===== config.mk =====
export PLATFORM = sky130hd
export DESIGN_NAME = ldpc_enc_top
export DESIGN_NICKNAME = d
export VERILOG_FILES = /design/src/ldpc_enc_pkg.sv /design/src/ldpc_enc_sys_feeder.sv /design/src/ldpc_enc_parity_acc.sv /design/src/ldpc_enc_muxout.sv /design/src/ldpc_enc_out_buf.sv /design/src/ldpc_enc_top.sv
export VERILOG_INCLUDE_DIRS = /design/src
export SDC_FILE = /design/constraint.sdc
export NUM_CORES = 1
export LEC_CHECK = 0
export BUFFER_PORTS_ARGS = -buffer_cell sky130_fd_sc_hd__buf_2
export CAP_MARGIN = 20
export CORE_ASPECT_RATIO = 0.8
export CORE_MARGIN = 3
export CORE_UTILIZATION = 28
export DETAILED_ROUTE_END_ITERATION = 16
export GPL_TIMING_DRIVEN = 0
export SYNTH_ARGS = -nofsm -noshare
export SYNTH_HDL_FRONTEND = slang
export SYNTH_HIERARCHICAL = 1
export SYNTH_SLANG_ARGS = --single-unit

===== constraint.sdc =====
create_clock -name iclk -period 2.2 [get_ports iclk]
set_clock_uncertainty 0.1 [all_clocks]
set_input_delay 0.66 -clock iclk [delete_from_list [all_inputs] [get_ports iclk]]
set_output_delay 0.66 -clock iclk [all_outputs]
set_load 0.01 [all_outputs]

===== src/ldpc_enc_defines.svh =====
`ifndef LDPC_ENC_DEFINES_SVH
`define LDPC_ENC_DEFINES_SVH

// Width of one data word on every stream and in the output buffer.
`define LDPC_DAT_W  8

// Buffer address width. The buffer holds 2**LDPC_ADDR_W words, so a frame of
// LDPC_MAX_K systematic words plus three parity words always fits.
`define LDPC_ADDR_W 5

// Frame tag width. The tag rides with the frame from input to readout.
`define LDPC_TAG_W  2

// Largest number of systematic words in one frame.
// The smallest legal frame has two words.
`define LDPC_MAX_K  16

`endif


===== src/ldpc_enc_pkg.sv =====
`default_nettype none

`include "ldpc_enc_defines.svh"

package ldpc_enc_pkg;

  // One data word.
  typedef logic [`LDPC_DAT_W-1:0] dat_t;

  // Frame delimiters carried next to each word.
  typedef struct packed {
    logic sof;  // First word of a frame.
    logic eof;  // Last word of a stream.
  } strb_t;

  // Per-frame code context, 7 bits in all.
  typedef struct packed {
    logic [`LDPC_ADDR_W-1:0] k_words;   // Systematic words, 2 to 16.
    logic                    nparity;   // 0 gives two parity words, 1 gives three.
    logic                    do_punct;  // Drop the first systematic word on output.
  } code_ctx_t;

  // The systematic stream.
  // pmask flags a word that is removed from the output when puncturing is on.
  typedef struct packed {
    logic  val;
    logic  pmask;
    strb_t strb;
    dat_t  dat;
  } sys_word_t;

  // One parity stream. Only the last parity word of a frame carries eof.
  typedef struct packed {
    logic  val;
    strb_t strb;
    dat_t  dat;
  } par_word_t;

  // Write port of the output buffer.
  typedef struct packed {
    logic                    write;  // Store wdat at waddr.
    logic                    wfull;  // This write closes the frame.
    logic [`LDPC_ADDR_W-1:0] waddr;
    dat_t                    wdat;
  } buf_wr_t;

endpackage

`default_nettype wire


===== src/ldpc_enc_sys_feeder.sv =====
`timescale 1ns/10ps
`default_nettype none

`include "ldpc_enc_defines.svh"

module ldpc_enc_sys_feeder
  import ldpc_enc_pkg::*;
(
  input  logic                   iclk,
  input  logic                   ireset,
  input  logic                   iclkena,
  input  logic                   in_val,
  input  strb_t                  in_strb,
  input  dat_t                   in_dat,
  input  logic [`LDPC_TAG_W-1:0] in_tag,
  input  code_ctx_t              in_ctx,
  output sys_word_t              sys,
  output logic [`LDPC_TAG_W-1:0] tag,
  output code_ctx_t              code_ctx
);

  logic  sys_val;    // Registered word valid.
  logic  sys_pmask;  // Registered puncture mark.
  strb_t sys_strb;   // Registered delimiters.
  dat_t  sys_dat;    // Registered word.
  logic  in_sof;     // Input word opens a frame.

  assign in_sof = in_val & in_strb.sof;

  // Control side of the input register.
  always_ff @(posedge iclk or posedge ireset) begin
    if (ireset) begin
      sys_val   <= 1'b0;
      sys_pmask <= 1'b0;
      sys_strb  <= '0;
      code_ctx  <= '0;
    end
    else if (iclkena) begin
      sys_val   <= in_val;
      // Only the first word of a frame is ever punctured.
      sys_pmask <= in_sof & in_ctx.do_punct;
      sys_strb  <= in_strb;
      // The context steers the muxout and the parity length, so it stays
      // fixed from this sof until the next one.
      if (in_sof) begin
        code_ctx <= in_ctx;
      end
    end
  end

  // Data side of the input register.
  always_ff @(posedge iclk) begin
    if (iclkena) begin
      sys_dat <= in_dat;
      if (in_sof) begin
        tag <= in_tag;  // The tag follows the frame to the buffer.
      end
    end
  end

  // Word, mark and delimiters leave together on one cycle.
  assign sys = '{val: sys_val, pmask: sys_pmask, strb: sys_strb, dat: sys_dat};

endmodule

`default_nettype wire


===== src/ldpc_enc_parity_acc.sv =====
`timescale 1ns/10ps
`default_nettype none

`include "ldpc_enc_defines.svh"

module ldpc_enc_parity_acc
  import ldpc_enc_pkg::*;
(
  input  logic      iclk,
  input  logic      ireset,
  input  logic      iclkena,
  input  sys_word_t sys,
  input  code_ctx_t code_ctx,
  output par_word_t p1,
  output par_word_t p2,
  output par_word_t p3
);

  localparam int idx_w = $clog2(`LDPC_MAX_K);  // Word index inside a frame.
  localparam int rot_w = $clog2(`LDPC_DAT_W);  // Rotation amount for p2.

  logic [idx_w-1:0] idx;       // Index of the next systematic word.
  logic [idx_w-1:0] idx_base;  // Index of the word on sys now.
  logic [rot_w-1:0] rot;       // Index modulo the word width.
  logic             restart;   // A new frame starts on sys.
  dat_t             acc1;
  dat_t             acc2;
  dat_t             acc3;
  dat_t             acc1_nxt;
  dat_t             acc2_nxt;
  dat_t             acc3_nxt;
  dat_t             dat_rot;
  logic [1:0]       pcnt;      // Parity emission counter, 0 when idle.
  logic [1:0]       plast;     // Last counter state of this frame.

  assign restart  = sys.strb.sof;
  assign idx_base = restart ? '0 : idx;
  assign rot      = rot_w'(idx_base % `LDPC_DAT_W);

  // Rotate left. A zero rotation shifts the right part out completely.
  assign dat_rot = dat_t'((sys.dat << rot) | (sys.dat >> (`LDPC_DAT_W - rot)));

  // The sof word starts every sum from zero.
  // Punctured words are counted like any other.
  always_comb begin
    acc1_nxt = (restart ? '0 : acc1) ^ sys.dat;
    acc2_nxt = (restart ? '0 : acc2) ^ dat_rot;
    acc3_nxt = restart ? '0 : acc3;
    if (!idx_base[0]) begin
      acc3_nxt = acc3_nxt ^ sys.dat;  // Even index words only.
    end
  end

  // The sums hold after eof until the counter has emitted them.
  always_ff @(posedge iclk) begin
    if (iclkena && sys.val) begin
      acc1 <= acc1_nxt;
      acc2 <= acc2_nxt;
      acc3 <= acc3_nxt;
    end
  end

  assign plast = code_ctx.nparity ? 2'd3 : 2'd2;

  always_ff @(posedge iclk or posedge ireset) begin
    if (ireset) begin
      idx  <= '0;
      pcnt <= 2'd0;
    end
    else if (iclkena) begin
      if (sys.val) begin
        idx <= idx_base + 1'b1;
      end
      // State 1 shows p1, 2 shows p2 and 3 shows p3.
      if (sys.val && sys.strb.eof) begin
        pcnt <= 2'd1;
      end
      else if (pcnt == plast || pcnt == 2'd0) begin
        pcnt <= 2'd0;
      end
      else begin
        pcnt <= pcnt + 2'd1;
      end
    end
  end

  // Each parity stream is a decode of the counter and one sum.
  assign p1 = '{val: (pcnt == 2'd1), strb: '{sof: 1'b0, eof: 1'b0}, dat: acc1};
  assign p2 = '{val: (pcnt == 2'd2), strb: '{sof: 1'b0, eof: !code_ctx.nparity}, dat: acc2};
  assign p3 = '{val: (pcnt == 2'd3), strb: '{sof: 1'b0, eof: 1'b1}, dat: acc3};

endmodule

`default_nettype wire


===== src/ldpc_enc_muxout.sv =====
`timescale 1ns/10ps
`default_nettype none

`include "ldpc_enc_defines.svh"

module ldpc_enc_muxout
  import ldpc_enc_pkg::*;
(
  input  logic                   iclk,
  input  logic                   ireset,
  input  logic                   iclkena,
  input  logic [`LDPC_TAG_W-1:0] tag,
  input  code_ctx_t              code_ctx,
  input  sys_word_t              sys,
  input  par_word_t              p1,
  input  par_word_t              p2,
  input  par_word_t              p3,
  output buf_wr_t                wr,
  output logic [`LDPC_TAG_W-1:0] owtag,
  output code_ctx_t              ocode_ctx
);

  localparam int addr_w = `LDPC_ADDR_W;

  logic              mux_write;   // Some stream has a word to store.
  logic              mux_wstart;  // Frame start seen on the systematic stream.
  logic              mux_wfull;   // Last parity word of the frame.
  dat_t              mux_wdat;    // Word picked by priority.
  logic              write;
  logic              wfull;
  logic [addr_w-1:0] waddr;
  dat_t              wdat;

  assign mux_wstart = sys.val & sys.strb.sof;

  // Either p2 or p3 closes the frame, depending on nparity.
  assign mux_wfull = (p2.val & p2.strb.eof) | (p3.val & p3.strb.eof);

  always_comb begin
    // A masked systematic word is dropped only when puncturing is on.
    if (code_ctx.do_punct) begin
      mux_write = (sys.val & !sys.pmask) | p1.val | p2.val | p3.val;
    end
    else begin
      mux_write = sys.val | p1.val | p2.val | p3.val;
    end
    // The streams never overlap in normal use.
    // Parity still wins if they do.
    mux_wdat = sys.dat;
    if (p3.val) begin
      mux_wdat = p3.dat;
    end
    else if (p2.val) begin
      mux_wdat = p2.dat;
    end
    else if (p1.val) begin
      mux_wdat = p1.dat;
    end
  end

  always_ff @(posedge iclk or posedge ireset) begin
    if (ireset) begin
      write <= 1'b0;
      wfull <= 1'b0;
    end
    else if (iclkena) begin
      write <= mux_write;
      wfull <= mux_wfull;
    end
  end

  always_ff @(posedge iclk) begin
    if (iclkena) begin
      wdat  <= mux_wdat;
      // The address moves only after a real write, so a punctured sof word
      // leaves the next word at address 0.
      waddr <= mux_wstart ? '0 : (waddr + addr_w'(write));
      // Tag and context of the frame in flight.
      if (mux_wstart) begin
        owtag     <= tag;
        ocode_ctx <= code_ctx;
      end
    end
  end

  assign wr = '{write: write, wfull: wfull, waddr: waddr, wdat: wdat};

endmodule

`default_nettype wire


===== src/ldpc_enc_out_buf.sv =====
`timescale 1ns/10ps
`default_nettype none

`include "ldpc_enc_defines.svh"

module ldpc_enc_out_buf
  import ldpc_enc_pkg::*;
(
  input  logic                    iclk,
  input  logic                    ireset,
  input  logic                    iclkena,
  input  buf_wr_t                 wr,
  input  logic [`LDPC_TAG_W-1:0]  owtag,
  input  logic                    frame_ack,
  input  logic [`LDPC_ADDR_W-1:0] rd_addr,
  output dat_t                    rd_dat,
  output logic                    frame_ready,
  output logic [`LDPC_ADDR_W-1:0] frame_len,
  output logic [`LDPC_TAG_W-1:0]  frame_tag
);

  localparam int depth = 2 ** `LDPC_ADDR_W;

  dat_t mem [depth];  // One frame of words.
  logic frame_done;   // The closing write of a frame.

  assign frame_done = wr.write & wr.wfull;

  // Storage, frame description and the read port.
  always_ff @(posedge iclk) begin
    if (iclkena) begin
      if (wr.write) begin
        mem[wr.waddr] <= wr.wdat;
      end
      if (frame_done) begin
        frame_len <= wr.waddr + 1'b1;  // Addresses start at 0.
        frame_tag <= owtag;
      end
      rd_dat <= mem[rd_addr];  // One cycle of read latency.
    end
  end

  // The frame is ready from the edge that stores its last word
  // until the reader acknowledges it.
  always_ff @(posedge iclk or posedge ireset) begin
    if (ireset) begin
      frame_ready <= 1'b0;
    end
    else if (iclkena) begin
      if (frame_done) begin
        frame_ready <= 1'b1;
      end
      else if (frame_ack) begin
        frame_ready <= 1'b0;
      end
    end
  end

endmodule

`default_nettype wire


===== src/ldpc_enc_top.sv =====
`timescale 1ns/10ps
`default_nettype none

`include "ldpc_enc_defines.svh"

module ldpc_enc_top
  import ldpc_enc_pkg::*;
(
  input  logic                    iclk,
  input  logic                    ireset,
  input  logic                    iclkena,
  input  logic                    in_val,
  input  strb_t                   in_strb,
  input  dat_t                    in_dat,
  input  logic [`LDPC_TAG_W-1:0]  in_tag,
  input  code_ctx_t               in_ctx,
  input  logic                    frame_ack,
  input  logic [`LDPC_ADDR_W-1:0] rd_addr,
  output dat_t                    rd_dat,
  output logic                    frame_ready,
  output logic [`LDPC_ADDR_W-1:0] frame_len,
  output logic [`LDPC_TAG_W-1:0]  frame_tag
);

  sys_word_t              sys;       // Registered systematic stream.
  logic [`LDPC_TAG_W-1:0] sys_tag;   // Tag of the frame on sys.
  code_ctx_t              sys_ctx;   // Context of the frame on sys.
  par_word_t              p1;
  par_word_t              p2;
  par_word_t              p3;
  buf_wr_t                wr;        // Numbered write stream.
  logic [`LDPC_TAG_W-1:0] wr_tag;    // Tag of the frame being written.

  ldpc_enc_sys_feeder sys_feeder_i (
    .iclk     ( iclk     ),
    .ireset   ( ireset   ),
    .iclkena  ( iclkena  ),
    .in_val   ( in_val   ),
    .in_strb  ( in_strb  ),
    .in_dat   ( in_dat   ),
    .in_tag   ( in_tag   ),
    .in_ctx   ( in_ctx   ),
    .sys      ( sys      ),
    .tag      ( sys_tag  ),
    .code_ctx ( sys_ctx  )
  );

  ldpc_enc_parity_acc parity_acc_i (
    .iclk     ( iclk     ),
    .ireset   ( ireset   ),
    .iclkena  ( iclkena  ),
    .sys      ( sys      ),
    .code_ctx ( sys_ctx  ),
    .p1       ( p1       ),
    .p2       ( p2       ),
    .p3       ( p3       )
  );

  // The buffer needs no code context, so that output stays open.
  ldpc_enc_muxout muxout_i (
    .iclk      ( iclk    ),
    .ireset    ( ireset  ),
    .iclkena   ( iclkena ),
    .tag       ( sys_tag ),
    .code_ctx  ( sys_ctx ),
    .sys       ( sys     ),
    .p1        ( p1      ),
    .p2        ( p2      ),
    .p3        ( p3      ),
    .wr        ( wr      ),
    .owtag     ( wr_tag  ),
    .ocode_ctx (         )
  );

  ldpc_enc_out_buf out_buf_i (
    .iclk        ( iclk        ),
    .ireset      ( ireset      ),
    .iclkena     ( iclkena     ),
    .wr          ( wr          ),
    .owtag       ( wr_tag      ),
    .frame_ack   ( frame_ack   ),
    .rd_addr     ( rd_addr     ),
    .rd_dat      ( rd_dat      ),
    .frame_ready ( frame_ready ),
    .frame_len   ( frame_len   ),
    .frame_tag   ( frame_tag   )
  );

endmodule

`default_nettype wire


* Word level (Yosys, flattened, before mapping)
Memories as Yosys holds them, arrays and structs flattened. A register that Yosys moved wholly into a read port is not among the register bits.
Cells that the tools add are included.
** Word-level totals
- Memories kept :: 1
- Bits of input ports :: 29
- Register bits :: 71
- RAM bits :: 256
- Word-level logic and storage cells :: 79
** Memories
- out_buf_i.mem :: words 32, bits a word 8, read ports 1, clocked after Yosys merged registers in 1, wr ports 1, RTL line ldpc_enc_out_buf.sv:24 : dat_t mem [depth];
** Cells by class
- Bitwise logic cells :: 17
- Reduce and logical (&&, ||, !) cells :: 12
- Multiplexer cells :: 17
- Add/sub/neg operators :: 5
- Shifts and indexed selects :: 2
- Eq/ne operators :: 4
** Operators with widths (count)
- 8-bit 2-to-1 mux :: 7
- 8-bit by 32-bit right shift with 8-bit output :: 1
- 8-bit bitwise XOR :: 3
- 2-bit AND reduction :: 5
- 8-bit bitwise OR :: 1
- 8-bit by 3-bit left shift with 8-bit output :: 1
- 1-bit 2-to-1 mux :: 7
- 1-bit bitwise OR :: 7
- 1-bit AND :: 6
- 5-bit by 1-bit adder with 5-bit output :: 1
- 5-bit by 1-bit adder with 5-bit output (second input constant) :: 1
- 4-bit by 3-bit subtractor with 5-bit output (first input constant) :: 1
- 4-bit by 1-bit adder with 4-bit output (second input constant) :: 1
- 2-bit == test (second input constant) :: 2
- 2-bit 2-to-1 mux :: 2
- 4-bit 2-to-1 mux :: 1
- 2-bit by 1-bit adder with 2-bit output (second input constant) :: 1
- 2-bit by 1-bit == test with 1-bit output (second input constant) :: 1
- 2-bit == test :: 1
- 1-bit logical AND :: 2
- 1-bit zero test :: 2
- 2-bit zero test :: 1
- 2-bit nonzero test :: 1
- 1-bit logical OR :: 1

* Logic depth before layout (Yosys ltp)
- Depth after elaboration :: 6
- Gate-level depth with buffers :: 8
- Mapped depth without buffers :: 5

* By module
Netlist, hierarchy kept.
** By module, submodules not included
- ldpc_enc_out_buf :: times used 1, cells an instance 443, area an instance 10481.3 µm², seq. area each 8162.8 µm²
- ldpc_enc_parity_acc :: times used 1, cells an instance 248, area an instance 2212.1 µm², seq. area each 845.8 µm²
- ldpc_enc_muxout :: times used 1, cells an instance 86, area an instance 1184.9 µm², seq. area each 710.7 µm²
- ldpc_enc_sys_feeder :: times used 1, cells an instance 39, area an instance 742.0 µm², seq. area each 575.6 µm²

* Worst setup path after synthesis
No wires, ideal clock.
- Path type :: in2reg
- Start point :: input rd_addr[2]
- End point :: register out_buf_i.rd_dat[0] (read register of out_buf_i.mem) (data pin)
- Slack :: -502 ps
- Required time :: 1840 ps
- Arrival time :: 2342 ps
- Setup time :: 260 ps
- Stages on the path :: 5
- Cells stage by stage :: clkbuf_1 clkbuf_1 mux4_2 mux4_2 mux2_2
** RTL lines
- start, declared :: RTL line ldpc_enc_top.sv:18 : input logic [`LDPC_ADDR_W-1:0] rd_addr,
- end, declared :: RTL line ldpc_enc_out_buf.sv:16 : output dat_t rd_dat,

==> reports/qor_table.md <==
| Result | This run |
| --- | --- |
| Outcome | complete, but fails checks |
| Violated checks | negative setup slack |
| Final Hold Slack | 0.2105 ns |
| Non-Filler Instances | 1579 |
| CTS buffer count | 36 |
| Fill cell total of the finished layout | 4736 |
| Post-Synthesis Mean Instance Area | 17.88 µm² |
| Post-synthesis cell count | 794 |
| # diodes | 0 |
| Synthesized netlist net count | 832 |
| Static Leak | 5.477 nW |
| Area growth from synthesis to layout | 20.41% |
| CTS H-Tree Depth | 2 |
| Remaining antenna violation count after routing | 0 |
| CTS root buf | sky130_fd_sc_hd__clkbuf_16 |
| Critical path's largest stage delay | 0.53 ns |
| Row count | 73 |
| Area of the mapped netlist | 14190 µm² |
| Cell count after placement | 1504 |
| Critical path data arrival time | 2.38 ns |
| Min-Delay Path Class | primary input to register |
| Max frequency | 454.5 MHz |
| Slowest-stage cell, CP | sky130_fd_sc_hd__mux4_2 |
| Syn. warnings | 6 |
| Hold violation count in the final report | 0 |
| RSZ-0062 raised after global routing | false |
| Final worst-path cycle share | 100.0% |
| Final critical path time including I/O delays and setup | 2.200 ns |
| Routed met2 length | 14630 µm |
| Layout Cell Area excl Fill | 17090 µm² |
| Initial antenna violation count | 1 |
| Final Wtd Congestion | 0.8722 |
| Vias post-DR | 7625 |
| Data required time of the critical path | 2.38 ns |
| Cell class contributing the biggest share of worst-path delay | multiplexers |
| Worst relative slew slack | 23.25% |
| # DRC | 0 |
| Count of routing violations after the opening detailed-route iteration | 759 |
| Global-route usage over all layers | 11.99% |
| Crit. End Element | register |
| Total power after layout | 0.01650 W |
| Highest metal used | met5 |
| First-pass GRT wire length | 48390 µm |
| Fraction of final layout cells sized beyond drive strength 1 | 31.42% |
| Net count, final | 916 |
| Height of the chip | 207.4 µm |
| Total global routing overflow | 0 |
| Worst-path fanout max | 6 |
| Power per cell area | 965.4 nW/µm² |
| Clock insertion delay at the later pin of the skew report | 0.52 ns |
| Via count of the first global-routing pass | 7387 |
| Critical path type | primary input to register |
| Routed Wire Length | 32540 µm |
| Worst path bufs/invs | 3 |
| CP cell instances | buf_16 > buf_12 > buf_16 > mux4_2 > mux4_2 > mux2_4 |
| Post-route setup slack | -0.0004494 ns |
| Clock Sinks | 334 |
| Horizontal die dimension | 257.7 µm |
| Met3 wire length | 1974 µm |
| Detailed-routing wirelength on met1 | 15440 µm |
| Half-perimeter wire length of the detailed placement result | 20610 µm |
| Worst-path clk slew | 0.07 ns |
| # setup viols final | 1 |
| IO buf count | 34 |
| Number of pins with negative max-slew slack in the final report | 0 |
| Maximum number of pins on one net before global-route repair | 41 |
| Worst IR drop on VDD | 0.4341 mV |
| Detailed-router iteration count before antenna repair | 5 |
| Count of maximum capacitance violations | 0 |
| Pin slew with the least headroom to its limit | 1.151 ns |
| Core Region | 49870 µm² |
| TritonCTS clock tree | built |
| Average wire per cell in the routed design | 20.61 µm |
| Die ar. | 53450 µm² |
| Boundary pin count | 45 |
| Routed vias/inst | 4.829 |
| Initial core utilization | 28.46% |
| Post-DP Area | 15340 µm² |
| Max Root-Sink Buffers | 3 |
| Crit path launch type | primary input |
## flip-flops by register name, summed over array words and instances (netlist names), 2 cells and up
name / cells
sys_feeder_i/sys: 2
out_buf_i/rd_dat: 8
out_buf_i/frame_tag: 2
sys_feeder_i/code_ctx: 2
out_buf_i/frame_len: 5
sys_feeder_i/tag: 2
parity_acc_i/idx: 3
out_buf_i/mem: 256
muxout_i/owtag: 2
muxout_i/wdat: 8
parity_acc_i/pcnt: 2
parity_acc_i/acc2: 8
parity_acc_i/acc1: 8
muxout_i/waddr: 5
parity_acc_i/acc3: 8
sys_feeder_i/sys_dat: 8
## area by class of cell
cell class | instances | area (µm²) | share of cell area, %
buffer | 51 | 444.2 | 2.599
clock buffer | 44 | 930.9 | 5.447
clock inverter | 20 | 175.2 | 1.025
inverter | 15 | 60.06 | 0.3514
multi-input combinational | 392 | 4185 | 24.49
sequential | 334 | 9961 | 58.28
tap | 675 | 844.6 | 4.941
timing repair buffer | 48 | 490.5 | 2.870
## worst reg2reg max path, cell delays in order (launching register included)
cell                       delay, ns
sky130_fd_sc_hd__edfxtp_1       0.72
sky130_fd_sc_hd__or3b_2         0.66
sky130_fd_sc_hd__nor2_4         0.33
## repair_timing
| action | 4_1_cts | 5_1_grt |
|---|---|---|
| cloned | 3 | 0 |
| setup endpoints to repair | 301 | 197 |
| gates resized for setup | 76 | 18 |
| endpoints found under the hold margin | 14 | 0 |
| hold buffers | 1 | 0 |
| setup buffers | 1 | 1 |
## metal layers
layer / vias to the layer above / GRT usage (%)
met3: 43 / 2.366
li1: 3341 / -
met4: 2 / 2.681
met5: - / 0
met2: 240 / 17.87
met1: 3999 / 18.10
## where the power goes
part / switching, W / internal (W) / total (W)
registers: 0.000328 / 0.00773 / 0.00806
clock network: 0.00248 / 0.00328 / 0.00576
logic: 0.00158 / 0.00110 / 0.00268
total: 0.00439 / 0.0121 / 0.0165
## metrics by stage
stage	setup WS [ns]	setup TNS, ns	utilization (%)
after floorplan	-0.2964	-2.371	-
after global placement	-1.572	-412.10	30.71
after detailed placement	-0.9770	-247.84	30.75
after CTS	-0.08175	-4.659	33.72
after global routing	0.002599	0	34.27
final	-0.0004494	-0.0004494	34.27
## cell usage in the layout (no fill, tap or decap), types with 18 or more instances in the layout
cell / n
sky130_fd_sc_hd__mux2i_1: 18
sky130_fd_sc_hd__o21ai_0: 24
sky130_fd_sc_hd__nand2_1: 29
sky130_fd_sc_hd__mux4_2: 81
sky130_fd_sc_hd__nor2b_1: 18
sky130_fd_sc_hd__edfxtp_1: 320
sky130_fd_sc_hd__clkbuf_16: 36
sky130_fd_sc_hd__nor2_4: 32
sky130_fd_sc_hd__buf_2: 42
sky130_fd_sc_hd__nor2_1: 24
sky130_fd_sc_hd__a21oi_1: 21
## path summary, 6_finish.rpt
path	startpoint	to	slack, ns	cells after the start
max reg2reg	muxout_i/waddr[4]	out_buf_i/mem[18][1]	0.06	2
min reg2reg	sys_feeder_i/tag[1]	muxout_i/owtag[1]	0.31	0
max in group asynchronous	ireset	sys_feeder_i/sys[9]	1.23	3
min	in_dat[4]	sys_feeder_i/sys_dat[4]	0.21	1
max	rd_addr[1]	out_buf_i/rd_dat[0]	-0.0004	6
min in group asynchronous	ireset	out_buf_i/frame_ready	0.47	3
Power figures use the tool's default switching activity.
